## src/mips_pkg.sv

```systemverilog
/*
 * mips pipeline shared definitions
 * word and register index types, opcode and funct encodings,
 * ALU operations and the control bundle carried down the pipe
 */
package mips_pkg;

    localparam int DATA_W     = 32;
    localparam int REG_ADDR_W = 5;

    typedef logic [DATA_W-1:0]     word_t;
    typedef logic [REG_ADDR_W-1:0] reg_addr_t;

    typedef enum logic [5:0] {
        OP_RTYPE = 6'd0,
        OP_BEQ   = 6'd4,
        OP_BNE   = 6'd5,
        OP_ADDI  = 6'd8,
        OP_LW    = 6'd35,
        OP_SW    = 6'd43
    } opcode_e;

    typedef enum logic [5:0] {
        FN_ADD = 6'd32,
        FN_SUB = 6'd34,
        FN_AND = 6'd36,
        FN_OR  = 6'd37,
        FN_SLT = 6'd42
    } funct_e;

    typedef enum logic [2:0] {
        ALU_ADD,
        ALU_SUB,
        ALU_AND,
        ALU_OR,
        ALU_SLT
    } alu_op_e;

    typedef struct packed {
        logic    reg_write;
        logic    mem_read;
        logic    mem_write;
        logic    alu_src_imm;   // second ALU operand from imm
        alu_op_e alu_op;
    } ctrl_t;

endpackage

```

## src/pipe_if.sv

```systemverilog
/*
 * pipeline stage bundles
 * decode to execute, execute to memory, and the memory-stage
 * forwarding view used by decode and the hazard logic
 */


interface ex_mem_if;
    mips_pkg::word_t     alu_result;
    mips_pkg::word_t     store_data;
    mips_pkg::reg_addr_t dest;
    mips_pkg::ctrl_t     ctrl;

    modport driver   (output alu_result, store_data, dest, ctrl);
    modport receiver (input  alu_result, store_data, dest, ctrl);
    modport monitor  (input  dest, ctrl);
endinterface

interface fwd_if;
    mips_pkg::reg_addr_t mem_dest;
    logic                mem_reg_write;
    logic                mem_is_load;
    mips_pkg::word_t     mem_result;

    modport driver   (output mem_dest, mem_reg_write, mem_is_load, mem_result);
    modport receiver (input  mem_dest, mem_reg_write, mem_is_load, mem_result);
endinterface

```

## src/memory_unit.sv

```systemverilog
/*
 * memory and write-back stages
 * EX/MEM register, data memory, MEM/WB register
 * and the write-back port to the register file
 */
`timescale 1ns/1ps

module memory_unit #(
    parameter int DMEM_DEPTH = 16
) (
    input  logic                SYS_clk,
    input  logic                SYS_reset,
    ex_mem_if.receiver          ex_mem,
    fwd_if.driver               fwd,
    output logic                wb_en,
    output mips_pkg::reg_addr_t wb_addr,
    output mips_pkg::word_t     wb_data
);
    localparam int DM_AW = $clog2(DMEM_DEPTH);

    mips_pkg::word_t     dmem [DMEM_DEPTH];
    mips_pkg::ctrl_t     ctrl_q;
    mips_pkg::reg_addr_t dest_q;
    mips_pkg::word_t     alu_q;
    mips_pkg::word_t     store_q;
    mips_pkg::word_t     load_data;
    logic [DM_AW-1:0]    dm_idx;
    logic                wb_write_q;
    mips_pkg::reg_addr_t wb_dest_q;
    mips_pkg::word_t     wb_data_q;

    always_ff @(posedge SYS_clk or posedge SYS_reset)
    begin
        if (SYS_reset)
        begin
            ctrl_q     <= '0;
            dest_q     <= '0;
            wb_write_q <= 1'b0;
            wb_dest_q  <= '0;
        end
        else
        begin
            ctrl_q     <= ex_mem.ctrl;
            dest_q     <= ex_mem.dest;
            wb_write_q <= ctrl_q.reg_write && (dest_q != '0);   // r0 never written
            wb_dest_q  <= dest_q;
        end
    end

    always_ff @(posedge SYS_clk)
    begin
        alu_q     <= ex_mem.alu_result;
        store_q   <= ex_mem.store_data;
        wb_data_q <= ctrl_q.mem_read ? load_data : alu_q;
    end

    assign dm_idx = alu_q[DM_AW+1:2];   // word index, wraps at depth

    always_ff @(posedge SYS_clk)
    begin
        if (ctrl_q.mem_write)
            dmem[dm_idx] <= store_q;
    end

    assign load_data = dmem[dm_idx];

    assign fwd.mem_dest      = dest_q;
    assign fwd.mem_reg_write = ctrl_q.reg_write;
    assign fwd.mem_is_load   = ctrl_q.mem_read;
    assign fwd.mem_result    = alu_q;

    assign wb_en   = wb_write_q;
    assign wb_addr = wb_dest_q;
    assign wb_data = wb_data_q;

endmodule

```

## src/flat_wrapper.sv

```systemverilog
// flat-port wrapper written by rule: the top's interface ports become plain ports
module memory_unit_flat 
#(
    parameter int DMEM_DEPTH = 16
)
  (SYS_clk, SYS_reset, wb_en, wb_addr, wb_data, ex_mem_alu_result, ex_mem_store_data, ex_mem_dest, ex_mem_ctrl, fwd_mem_dest, fwd_mem_reg_write, fwd_mem_is_load, fwd_mem_result);
  ex_mem_if ex_mem_i ();
  fwd_if fwd_i ();
  input  logic SYS_clk;
  input  logic SYS_reset;
  output logic wb_en;
  output mips_pkg::reg_addr_t wb_addr;
  output mips_pkg::word_t wb_data;
  input wire logic [$bits(ex_mem_i.alu_result)-1:0] ex_mem_alu_result;
  input wire logic [$bits(ex_mem_i.store_data)-1:0] ex_mem_store_data;
  input wire logic [$bits(ex_mem_i.dest)-1:0] ex_mem_dest;
  input wire logic [$bits(ex_mem_i.ctrl)-1:0] ex_mem_ctrl;
  output wire logic [$bits(fwd_i.mem_dest)-1:0] fwd_mem_dest;
  output wire logic [$bits(fwd_i.mem_reg_write)-1:0] fwd_mem_reg_write;
  output wire logic [$bits(fwd_i.mem_is_load)-1:0] fwd_mem_is_load;
  output wire logic [$bits(fwd_i.mem_result)-1:0] fwd_mem_result;
  assign ex_mem_i.alu_result = ex_mem_alu_result;
  assign ex_mem_i.store_data = ex_mem_store_data;
  assign ex_mem_i.dest = ex_mem_dest;
  assign ex_mem_i.ctrl = ex_mem_ctrl;
  assign fwd_mem_dest = fwd_i.mem_dest;
  assign fwd_mem_reg_write = fwd_i.mem_reg_write;
  assign fwd_mem_is_load = fwd_i.mem_is_load;
  assign fwd_mem_result = fwd_i.mem_result;
  memory_unit #(.DMEM_DEPTH(DMEM_DEPTH)) u_core (.SYS_clk(SYS_clk), .SYS_reset(SYS_reset), .ex_mem(ex_mem_i), .fwd(fwd_i), .wb_en(wb_en), .wb_addr(wb_addr), .wb_data(wb_data));
endmodule
```

## config.mk

```make
export PLATFORM = sky130hd
export DESIGN_NAME = memory_unit_flat
export DESIGN_NICKNAME = d
export VERILOG_FILES = /design/src/mips_pkg.sv /design/src/pipe_if.sv /design/src/memory_unit.sv /design/src/flat_wrapper.sv
export SDC_FILE = /design/constraint.sdc
export NUM_CORES = 1
export LEC_CHECK = 0
export BUFFER_PORTS_ARGS = -buffer_cell sky130_fd_sc_hd__buf_2
export CORE_MARGIN = 2
export CORE_UTILIZATION = 54
export CTS_CLUSTER_SIZE = 20
export DETAILED_ROUTE_END_ITERATION = 10
export HOLD_SLACK_MARGIN = 0.06
export PLACE_DENSITY = 0.83
export SYNTH_ARGS = -nofsm -noshare
export SYNTH_HDL_FRONTEND = slang
export SYNTH_SLANG_ARGS = --single-unit
```

## constraint.sdc

```tcl
create_clock -name SYS_clk -period 3.85 [get_ports SYS_clk]
set_clock_uncertainty 0.05 [all_clocks]
set_input_delay 1.155 -clock SYS_clk [delete_from_list [all_inputs] [get_ports SYS_clk]]
set_output_delay 1.155 -clock SYS_clk [all_outputs]
set_load 0.01 [all_outputs]
```

== Word level (Yosys, flattened, before mapping) ==
Memories as Yosys holds them, arrays and structs flattened. A register that Yosys moved wholly into a read port is not among the register bits.
Cells that the tools add are included.
Widths: inputs -> output; s select.

* Bits in registers: 110
* Bits in writable memories: 512
* Bits of input ports: 78
* Output and inout port bits: 77
* Logic and storage cells: 15
* Memories: 1

{| class="wikitable"
|+ Memories
! name !! words !! width !! read ports !! clocked after memory_dff !! write ports !! RTL line !! source
|-
| u_core.dmem || 16 || 32 || 1 || 1 || 1 || memory_unit.sv:21 || <nowiki>mips_pkg::word_t dmem [DMEM_DEPTH];</nowiki>
|}

* Muxes and demuxes: 3
* Reduce and logical (&&, ||, !) cells: 2

{| class="wikitable"
|+ Operator list
! operator !! count
|-
| $mux 32 || 1
|-
| $reduce_bool 5->1 || 1
|-
| $mux 1 || 2
|-
| $logic_and 1x1->1 || 1
|}

== Logic depth before layout (Yosys ltp) ==
Gate-level depths: netlist of run 1.

* Depth after elaboration: 2
* Mapped depth: 8
* Gate-level depth less buffers: 4

== Least setup slack after synthesis of run 1 ==
OpenSTA, ideal clock, no wires.

* Path kind: flip-flop to flip-flop
* Start: register u_core.alu_q[5], in the netlist u_core.fwd.mem_result[5]
* End: memory u_core.dmem[12][0] (netlist name) (enable)
* Setup time: 0.461 ns
* Arrival: 3.285 ns
* Data required time: 3.339 ns
* Path slack: 0.054 ns
* Stages on the path, launching flop included: 6
* Buffers on the path: 3
* Clock period less this slack: 3.796 ns
* Cells stage by stage: dfxtp_1 -> buf_6 -> buf_4 -> buf_2 -> nand3_1 -> nor3_1

{| class="wikitable"
|+ RTL lines
! element !! RTL line !! source
|-
| from (decl) || memory_unit.sv:24 || <nowiki>mips_pkg::word_t alu_q;</nowiki>
|-
| from (signal assigned) || memory_unit.sv:52 || <nowiki>alu_q <= ex_mem.alu_result;</nowiki>
|-
| to (decl) || memory_unit.sv:21 ||
|}

No word-level cell before the write port.

== Worst setup path in the final report of run 1 ==
* Start: register u_core.alu_q[5], in the netlist u_core.fwd.mem_result[5]
* End: output port fwd_mem_result[5]

{| class="wikitable"
|+ RTL lines
! element !! RTL line !! source
|-
| to (decl) || flat_wrapper.sv:21 || <nowiki>output wire logic [$bits(fwd_i.mem_result)-1:0] fwd_mem_result;</nowiki>
|}

No word-level cell between the ends.

==> results.md, run 1 <==
* CP Capture Type: primary output
* CTS tree: done
* CP max stage cell: dfxtp_4
* Cells after synthesis at 1183
* DIE AREA at 42900 sq um
* Via/cell ratio at 5.97
* Starting density of the core at 0.547
* HP Class: register to register
* Final WS setup at 0.907 ns
* Cell Chain, Critical Path: buf_2
* Layout cell share with drive strength beyond 1 at 0.237
* Die Span Y at 207 um
* Synth Cell Area at 22300 sq um
* Vias at 11600
* Leakage Power at 9.15 nW
* Horiz. Die Dim at 207 um
* Synth warn at 0
* H-tree Lvls at 2
* Worst path arrival time at 1.74 ns
* 1st-pass router iterations at 7
* Worst EP required at 2.64 ns
* Post-CTS setup buffer count at 0
* PwrDens at 547 nW/um^2
* FMAX at 0.340 GHz
* First-pass GRT wire length at 71600 um
* Synth Register Bits at 622
* Run status: finished clean
* Max Cap Violations at 0
* Clk sinks at 622
* Worst Setup Start Kind: register
* Worst-margin pin slew at 1.05 ns
* Min Clock Period, post-route at 2.94 ns
* Aggregate global routing overflow at 0
* Clock latency on the worst-skew pair at 0.60 ns
* Overall routed net length at 47800 um
* Finished Layout Cells at 1947
* Post-detailed-placement half-perimeter wirelength at 26900 um
* RSZ-0062 raised after global routing: no
* Tot GR Track Use at 0.221
* Area delta synth->final at 15.8%
* Post-synth net total at 1261
* I/O Pins at 155
* Peak supply drop at 0.378 mV
* Max-slew violations at 0
* Routed length per instance at 24.6 um
* Vias in the first global route at 12000
* Diodes inserted at 0
* Detailed-route DRC error count at 0
* Finish-stage setup viols at 0
* Final hold viol count at 0
* Worst hold slack at 0.357 ns
* RD Place Congestion at 0.742
* Root buffer cell: clkbuf_16
* Buf/Inv on CP at 1
* Post_cts resized at 0
* Slew headroom at 0.298
* Clock buffer count from CTS at 60
* Post-CTS Hold Buffers at 0
* Initial antenna violation count at 0
* Detail Route Antenna Nets at 0
* Clock Path Buffers at 3
* Seq/Total Area, Yosys at 0.792
* Largest net degree at the start of global routing at 77
* Critical path's top delay family: flip-flops
* Core footprint at 40700 sq um
* Layout net count at 1443
* DP Worst Slack at 1.05 ns
* Site Rows at 74
* WS Path Type: register to primary output
* Average size of a mapped cell at 18.8 sq um
* CP max FO at 55
* Register clock-pin slew on the reported worst setup and hold paths at 0.06 ns
* Post-route clock period utilization at 0.764
* Unique cell type count in the Yosys netlist at 33
* CP peak stage delay at 0.87 ns
* Fin Setup TNS at 0 ns
* Post-Place Cells at 1835
* IO Port Bufs at 150
* Iter 0 DRT Violations at 1617
[through the flow]
| step | cell area (sq um) | utilization | total power [mW] |
|---|---|---|---|
| final | 25800 | 0.633 | 14.1 |
| after global routing | 25800 | 0.633 | 14.5 |
| after CTS | 25800 | 0.633 | 14.2 |
| after detailed placement | 23800 | 0.584 | 8.37 |
| after global placement | 23800 | 0.584 | 8.33 |
| after floorplan | 22300 | - | 8.10 |
[area by class of cell]
cell class / count / area (sq um)
Fill cell: 2662 / 14900
Tap cell: 532 / 666
Inverter: 1 / 3.75
Timing Repair Buffer: 188 / 1170
Sequential cell: 622 / 17700
Clock inverter: 33 / 373
Clock buffer: 79 / 1620
Multi-Input combinational cell: 492 / 4300
[cell families after synthesis]
kind of cell           after synthesis  share of synthesized area
AOI/OAI and AO/OA                  142                     0.0426
and+or+nand+nor                    130                     0.0257
buffers and inverters               69                     0.0196
muxes                              220                      0.120
DFF                                622                      0.792
[Yosys cell counts]
master | count | share of area
o21ai_1 | 14 | 0.0031
mux2i_1 | 183 | 0.082
or3b_1 | 3 | 0.0012
buf_2 | 18 | 0.0040
clkbuf_4 | 2 | 0.00067
and2_0 | 1 | 0.00028
nand3_1 | 18 | 0.0040
a31oi_1 | 32 | 0.0090
buf_1 | 5 | 0.00084
nand3b_1 | 5 | 0.0017
edfxtp_1 | 512 | 0.69
nand2_1 | 20 | 0.0034
clkbuf_1 | 17 | 0.0029
a2bb2oi_1 | 17 | 0.0067
or4_1 | 1 | 0.00034
a221oi_1 | 14 | 0.0055
inv_1 | 1 | 0.00017
o21a_1 | 1 | 0.00034
nand2b_1 | 2 | 0.00056
nor2b_1 | 1 | 0.00028
or3_1 | 1 | 0.00028
buf_4 | 13 | 0.0044
buf_6 | 13 | 0.0066
a21oi_1 | 1 | 0.00022
o22ai_1 | 61 | 0.017
dfrtp_1 | 14 | 0.016
nand3b_2 | 1 | 0.00051
dfxtp_1 | 96 | 0.086
nor2_1 | 73 | 0.012
nor3_1 | 4 | 0.00090
o21ai_0 | 1 | 0.00022
o22a_1 | 1 | 0.00039
mux4_2 | 37 | 0.037
[state kept, by name (all words and copies together) (netlist names)]
| register | cells |
|---|---|
| u_core.ctrl_q | 1 |
| u_core.store_q | 32 |
| u_core.wb_addr | 5 |
| u_core.fwd.mem_dest | 5 |
| u_core.wb_en | 1 |
| u_core.fwd.mem_reg_write | 1 |
| u_core.wb_data | 32 |
| u_core.dmem | 512 |
| u_core.fwd.mem_result | 32 |
| u_core.fwd.mem_is_load | 1 |
[path summary, 6_finish.rpt]
path	start	slack, ns	depth (start not counted)	to
min	u_core.fwd.mem_dest[3]	0.36	0	u_core.wb_addr[3]
max in group asynchronous	SYS_reset	2.85	2	u_core.fwd.mem_is_load
max	u_core.fwd.mem_result[5]	0.91	1	fwd_mem_result[5]
max reg2reg	u_core.fwd.mem_result[4]	0.92	4	u_core.wb_data[29]
min in group asynchronous	SYS_reset	0.54	2	u_core.fwd.mem_dest[1]
min reg2reg	u_core.fwd.mem_dest[3]	0.36	0	u_core.wb_addr[3]
[power breakdown]
part	leakage [nW]	switching, mW	internal, mW
registers	5.60	0.157	7.47
clock network	0.970	2.38	3.50
logic	2.58	0.350	0.263
[worst reg2reg max path, stage by stage, from the launching register on]
cell and delay [ns]:
dfxtp_2 0.84, nand3b_1 0.97, o22ai_1 0.50, nor2_1 0.12
a31oi_1 0.32
[routing by layer]
| metal | part of all wire | track usage |
|---|---|---|
| met4 | 0.028 | 0.0852 |
| met3 | 0.092 | 0.0406 |
| met2 | 0.49 | 0.363 |
| met5 | 0 | 0 |
| met1 | 0.39 | 0.298 |
[cells in the final DEF (no fill, tap or decap), types with 8 or more instances in the layout]
master     Yosys  final
nor2_4         0     12
a31oi_1       32     32
dfxtp_1       96     92
nand3_1       18     18
nor2_1        73     61
dfrtp_1       14     13
nand2_1       20     20
clkinv_1       0      9
a221oi_1      14     14
buf_4         13     27
edfxtp_1     512    512
clkbuf_1      17     15
a2bb2oi_1     17     17
clkinv_2       0     10
o22ai_1       61     61
bufinv_16      0      8
clkbuf_16      0     61
buf_12         0     11
mux2i_1      183    183
buf_2         18    150
o21ai_1       14     14
mux4_2        37     37
(Power assumes the default switching activity.)
==> run 2: changes to the inputs <==
==> constraint.sdc (replaced) <==
create_clock -name SYS_clk -period 2.5 [get_ports SYS_clk]
set_clock_uncertainty 0.05 [all_clocks]
set_input_delay 0.75 -clock SYS_clk [delete_from_list [all_inputs] [get_ports SYS_clk]]
set_output_delay 0.75 -clock SYS_clk [all_outputs]
set_load 0.01 [all_outputs]
==> run 2 against run 1 <==
Compared with the run above: final area increased by 1.6%; sequential share of layout area decreased by 1.0 points; global-route usage about the same; final cell count increased by 1.9%; die area unchanged; wire length increased by 1.4%; utilization increased by 0.98 points; via count increased by 1.2%; sequential power increased by 53%; count of clock-buffer cells in the layout decreased by 1; critical endpoint is now fwd_mem_result[2]; largest cell class unchanged; largest power group unchanged; highest routed layer unchanged.
==> results.md, run 2 (synthesis gave the netlist of run 1 again) <==
* PwrDens at 833 nW/um^2 (+52%)
* Detail Route Antenna Nets at 0 (unchanged)
* WS Path Type: register to primary output
* Leading cell types in the layout, fill and taps excluded: edfxtp_1, mux2i_1, buf_2
* Filler instances at 2614 (-1.8%)
* Routed length per instance at 24.5 um (-0.46%)
* Tot GR Track Use at 0.222 (+0.000337)
* Vias at 11800 (+1.2%)
* Worst Setup Start Kind: register
* Diodes inserted at 0 (unchanged)
* Run status: finished clean
* Min Clock Period, post-route at 2.40 ns
* Post-detailed-placement half-perimeter wirelength at 27900 um (+3.7%)
* I/O Pins at 155 (unchanged)
* R2r endpoint: u_core.dmem[9][1]
* Largest Register: u_core.dmem
* FMAX at 0.417 GHz
* DIE AREA at 42900 sq um (unchanged)
* Register clock-pin slew on the reported worst setup and hold paths at 0.06 ns (about the same)
* Post-route clock period utilization at 0.960
* Finished Layout Cells at 1984 (+1.9%)
* 1st-pass router iterations at 5 (-2)
* First-pass GRT wire length at 71000 um (-0.77%)
* Post-Place Cells at 1875 (+2.2%)
* H-tree Lvls at 2 (unchanged)
* Horiz. Die Dim at 207 um (unchanged)
* Post-CTS Hold Buffers at 0 (unchanged)
* Worst hold slack at 0.121 ns (-0.236 ns)
* CP Capture Type: primary output
* Root buffer cell: clkbuf_16
* Worst-margin pin slew at 1.22 ns (+0.174 ns)
* Critical register-to-register path startpoint: u_core.fwd.mem_result[3]
* Slew headroom at 0.182 (-0.116)
* CTS tree: done
* Site Rows at 74 (unchanged)
* Largest net degree at the start of global routing at 66 (-14%)
* Overall routed net length at 48500 um (+1.4%)
* Reg area at 17700 sq um (about the same)
* Via/cell ratio at 5.93 (-0.66%)
* Clock Path Buffers at 3 (unchanged)
* Clock buffer count from CTS at 59 (-1.7%)
* Layout net count at 1483 (+2.8%)
* Peak supply drop at 0.577 mV (+52%)
* Final hold viol count at 0 (unchanged)
* Finish-stage setup viols at 0 (unchanged)
* RSZ-0062 raised after global routing: no
* Starting density of the core at 0.547 (unchanged)
* Clk sinks at 622 (unchanged)
* Initial antenna violation count at 0 (unchanged)
* Core footprint at 40700 sq um (unchanged)
* IO Port Bufs at 150 (unchanged)
* Iter 0 DRT Violations at 1282 (-21%)
* Aggregate global routing overflow at 0 (unchanged)
* Max-slew violations at 0 (unchanged)
* RD Place Congestion at 0.783 (+5.5%)
* Worst R2R Setup Slack at 0.29 ns (-0.63 ns)
* Leakage Power at 9.40 nW (+2.7%)
* Die Span Y at 207 um (unchanged)
* Clock latency on the worst-skew pair at 0.61 ns (about the same)
* Max reg flops at 512 (unchanged)
* Max Cap Violations at 0 (unchanged)
* HP Class: primary input to asynchronous set/reset pin
* Leading cell type in the layout, fill and taps excluded: edfxtp_1
* Fin Setup TNS at 0 ns (unchanged)
* Worst R2R Path Depth at 3 (-1)
* Detailed-route DRC error count at 0 (unchanged)
* Area of the multi-input gates at 4330 sq um (+0.58%)
* Area delta synth->final at 17.6%
* CP max FO at 20 (-64%)
* Worst EP required at 1.70 ns (-0.94 ns)
* Worst path arrival time at 1.60 ns (-0.14 ns)
* Vias in the first global route at 11900 (-0.86%)
* Layout cell share with drive strength beyond 1 at 0.263 (+0.0256)
==> run 2: area by class of cell <==
cell class | instances | area share
timing repair buffer | 229 | 0.0586
multi-input combinational | 492 | 0.165
clock inverter | 30 | 0.0118
tap | 532 | 0.0254
sequential | 622 | 0.674
inverter | 1 | 0.000143
clock buffer | 78 | 0.0649
==> run 2: worst max-delay path by stage <==
stage                                   from                  to  slack [ns]  cells after the start
detailed placement  u_core.fwd.mem_result[2]  u_core.wb_data[26]        0.29                      6
global route        u_core.fwd.mem_result[2]   fwd_mem_result[2]        0.05                      2
CTS                 u_core.fwd.mem_result[2]   fwd_mem_result[2]        0.09                      2
global placement    u_core.fwd.mem_result[2]  u_core.wb_data[27]        0.34                      6
finish              u_core.fwd.mem_result[2]   fwd_mem_result[2]         0.1                      2
floorplan           u_core.fwd.mem_result[3]  u_core.dmem[14][0]       -0.49                      6
==> run 2: routing by layer <==
metal | share of wire | wire length, um | global-route usage | vias up
li1 | - | - | - | 5138
met1 | 0.39 | 18900 | 0.292 | 5914
met2 | 0.49 | 23900 | 0.367 | 610
met3 | 0.084 | 4060 | 0.0420 | 106
met4 | 0.033 | 1610 | 0.0914 | 0
met5 | 0 | 0 | 0 | -
==> run 2: worst max-delay path: stages, from the launching register on <==
cell and delay [ns]:
dfxtp_4 0.46, buf_6 0.30, buf_2 0.20
==> run 2: timing repair <==
item	CTS	global route
gates resized for setup	2	0
setup buffers	1	0
setup endpoints to repair	2	0
==> run 2: per-stage QoR <==
| stage | setup slack, ns | util | area, sq um | total power, mW |
|---|---|---|---|---|
| final | 0.0999 | 0.643 | 26200 | 21.8 |
| after global routing | 0.0505 | 0.643 | 26200 | 22.4 |
| after CTS | 0.0935 | 0.643 | 26200 | 21.9 |
| after detailed placement | 0.290 | 0.593 | 24200 | 12.9 |
| after global placement | 0.341 | 0.593 | 24200 | 12.9 |
| after floorplan | -0.485 | - | 22300 | 12.5 |
==> run 2: power by group <==
part / total (mW) / internal, mW / switching (mW)
logic: 1.04 / 0.447 / 0.588
clock network: 9.09 / 5.39 / 3.70
registers: 11.7 / 11.5 / 0.202
==> run 3: changes to the inputs <==
--- a/config.mk
+++ b/config.mk
@@ -7,11 +7,11 @@
 export LEC_CHECK = 0
 export BUFFER_PORTS_ARGS = -buffer_cell sky130_fd_sc_hd__buf_2
 export CORE_MARGIN = 2
-export CORE_UTILIZATION = 54
+export CORE_UTILIZATION = 60
 export CTS_CLUSTER_SIZE = 20
 export DETAILED_ROUTE_END_ITERATION = 10
 export HOLD_SLACK_MARGIN = 0.06
-export PLACE_DENSITY = 0.83
+export PLACE_DENSITY = 0.87
 export SYNTH_ARGS = -nofsm -noshare
 export SYNTH_HDL_FRONTEND = slang
 export SYNTH_SLANG_ARGS = --single-unit
==> constraint.sdc (replaced) <==
create_clock -name SYS_clk -period 2.55 [get_ports SYS_clk]
set_clock_uncertainty 0.05 [all_clocks]
set_input_delay 0.765 -clock SYS_clk [delete_from_list [all_inputs] [get_ports SYS_clk]]
set_output_delay 0.765 -clock SYS_clk [all_outputs]
set_load 0.01 [all_outputs]
==> run 3 against run 2 <==
Compared with the run above: utilization grew 6.7 points; first-iteration DRC count grew 18%; worst hold slack gained 0.00059 ns; critical path type unchanged; critical endpoint unchanged; largest cell class unchanged.
==> results.md, run 3 (synthesis gave the netlist of run 1 again) <==
* Aggregate global routing overflow at 0 (unchanged)
* First-pass GRT wire length at 75500 um (+6.4%)
* DIE AREA at 38700 sq um (-9.8%)
* RSZ-0062 raised after global routing: no
* H-tree Lvls at 2 (unchanged)
* Max reg flops at 512 (unchanged)
* Detailed-route DRC error count at 0 (unchanged)
* Layout cell share with drive strength beyond 1 at 0.253 (-0.0101)
* Site Rows at 70 (-5.4%)
* Post-route clock period utilization at 0.967
* IO Port Bufs at 150 (unchanged)
* FMAX at 0.406 GHz
* Total power at 21.3 mW (-2.4%)
* Clock latency on the worst-skew pair at 0.63 ns (+0.02 ns)
* Diodes inserted at 0 (unchanged)
* Peak supply drop at 0.598 mV (+3.7%)
* CP max FO at 26 (+30%)
* Leakage Power at 9.32 nW (-0.88%)
* PwrDens at 819 nW/um^2 (-1.6%)
* CP Capture Type: primary output
* Routed met3 length at 5420 um (+34%)
* Overall routed net length at 51300 um (+5.7%)
* Largest Register: u_core.dmem
* Die Span Y at 197 um (-5.0%)
* Initial antenna violation count at 0 (unchanged)
* Leading cell types in the layout, fill and taps excluded: edfxtp_1, mux2i_1, buf_2
* Final hold viol count at 0 (unchanged)
* Layout net count at 1468 (-1.0%)
* Max layer used: met4
* Register clock-pin slew on the reported worst setup and hold paths at 0.06 ns (about the same)
* Min Clock Period, post-route at 2.47 ns
* 1st-pass router iterations at 5 (unchanged)
* I/O Pins at 155 (unchanged)
* Clock buffer count from CTS at 57 (-3.4%)
* CTS tree: done
* Run status: finished clean
* Final Cell Area at 26000 sq um (-0.73%)
* HP Class: primary input to asynchronous set/reset pin
* Worst Setup Start Kind: register
* Worst path arrival time at 1.65 ns (+0.05 ns)
* Leading cell type in the layout, fill and taps excluded: edfxtp_1
* WL met1 at 18600 um (-1.9%)
* Worst-margin pin slew at 0.973 ns (-0.250 ns)
* Clk sinks at 622 (unchanged)
* Vias in the first global route at 12600 (+5.1%)
* Horiz. Die Dim at 197 um (-5.0%)
* Area delta synth->final at 16.8%
* Finish-stage setup viols at 0 (unchanged)
* Via/cell ratio at 6.43 (+8.4%)
* Post-CTS Hold Buffers at 0 (unchanged)
* Detail Route Antenna Nets at 0 (unchanged)
* Tot GR Track Use at 0.268 (+0.0467)
* Max-slew violations at 0 (unchanged)
* Routed length per instance at 26.9 um (+9.9%)
* Iter 0 DRT Violations at 1519 (+18%)
* Area of the multi-input gates at 4330 sq um (unchanged)
* Post-detailed-placement half-perimeter wirelength at 27900 um (+0.15%)
* Root buffer cell: clkbuf_16
* Max Cap Violations at 0 (unchanged)
* Worst EP required at 1.74 ns (+0.04 ns)
* Largest net degree at the start of global routing at 35 (-47%)
* Slew headroom at 0.351 (+0.169)
* Met2 routed WL at 25300 um (+5.7%)
* RD Place Congestion at 0.763 (-2.5%)
* Core footprint at 36600 sq um (-10%)
* Area post-placement at 24000 sq um (-0.68%)
* Reg area at 17700 sq um (unchanged)
* Starting density of the core at 0.608 (+0.0617)
* Vias at 12300 (+4.2%)
* Filler instances at 2041 (-22%)
* Clock Path Buffers at 3 (unchanged)
* WS Path Type: register to primary output
-- run 3: cell count changes in the layout (fill, tap and decap cells not counted), moves of 2 or more --
cell | previous run | this run
clkinv_1 | 7 | 4
clkbuf_1 | 8 | 16
clkinv_2 | 11 | 8
clkbuf_16 | 64 | 57
clkinvlp_4 | 4 | 2
buf_4 | 63 | 49
clkbuf_8 | 4 | 10
-- run 3: report_power, final --
group          internal [mW]  leakage (nW)  switching [mW]
combinational          0.427          2.76           0.564
sequential              11.3          5.60           0.242
clock                   5.16         0.963            3.64
-- run 3: metrics by stage --
step | std cells | TNS (ns) | setup WS [ns] | util | hold WS [ns]
2_1_floorplan | 1183 | -153.90 | -0.435 | - | 0.377
3_3_place_gp | 1798 | 0 | 0.352 | 0.656 | 0.326
3_5_place_dp | 1798 | 0 | 0.272 | 0.656 | 0.331
4_1_cts | 1907 | 0 | 0.0485 | 0.710 | 0.111
5_1_grt | 1907 | 0 | 0.0207 | 0.710 | 0.152
6_report | 1907 | 0 | 0.0842 | 0.710 | 0.122
-- run 3: layer usage --
| metal | GRT usage | vias up |
|---|---|---|
| met4 | 0.127 | 0 |
| met3 | 0.0587 | 163 |
| met5 | 0 | - |
| met2 | 0.439 | 898 |
| met1 | 0.349 | 6090 |
| li1 | - | 5110 |
-- run 3: worst paths after layout --
check / from / end / slack (ns) / cells after the start
max: u_core.fwd.mem_result[2] / fwd_mem_result[2] / 0.08 / 2
min: SYS_reset / u_core.wb_en / 0.12 / 2
max reg2reg: u_core.fwd.mem_result[5] / u_core.wb_data[13] / 0.25 / 4
min reg2reg: u_core.fwd.mem_dest[3] / u_core.wb_addr[3] / 0.34 / 0
max in group asynchronous: SYS_reset / u_core.fwd.mem_is_load / 1.93 / 2
min in group SYS_clk: ex_mem_store_data[31] / u_core.store_q[31] / 0.18 / 1
-- run 3: timing repair --
action                                  in CTS  in global routing
resized for setup                            1                  0
endpoints found under the setup margin       2                  0
buffers inserted                             1                  0
-- run 3: area by class of cell --
class / instances / area share
Inverter: 1 / 0.000144
Clock inverter: 25 / 0.0137
Multi-Input combinational cell: 492 / 0.166
Timing Repair Buffer: 216 / 0.0559
Tap cell: 468 / 0.0225
Clock buffer: 83 / 0.0624
Sequential cell: 622 / 0.679
-- run 3: worst max-delay path, cell delays in order, from the launching register on --
cell     delay (ns)
dfxtp_4        0.59
buf_4          0.27
buf_2          0.17
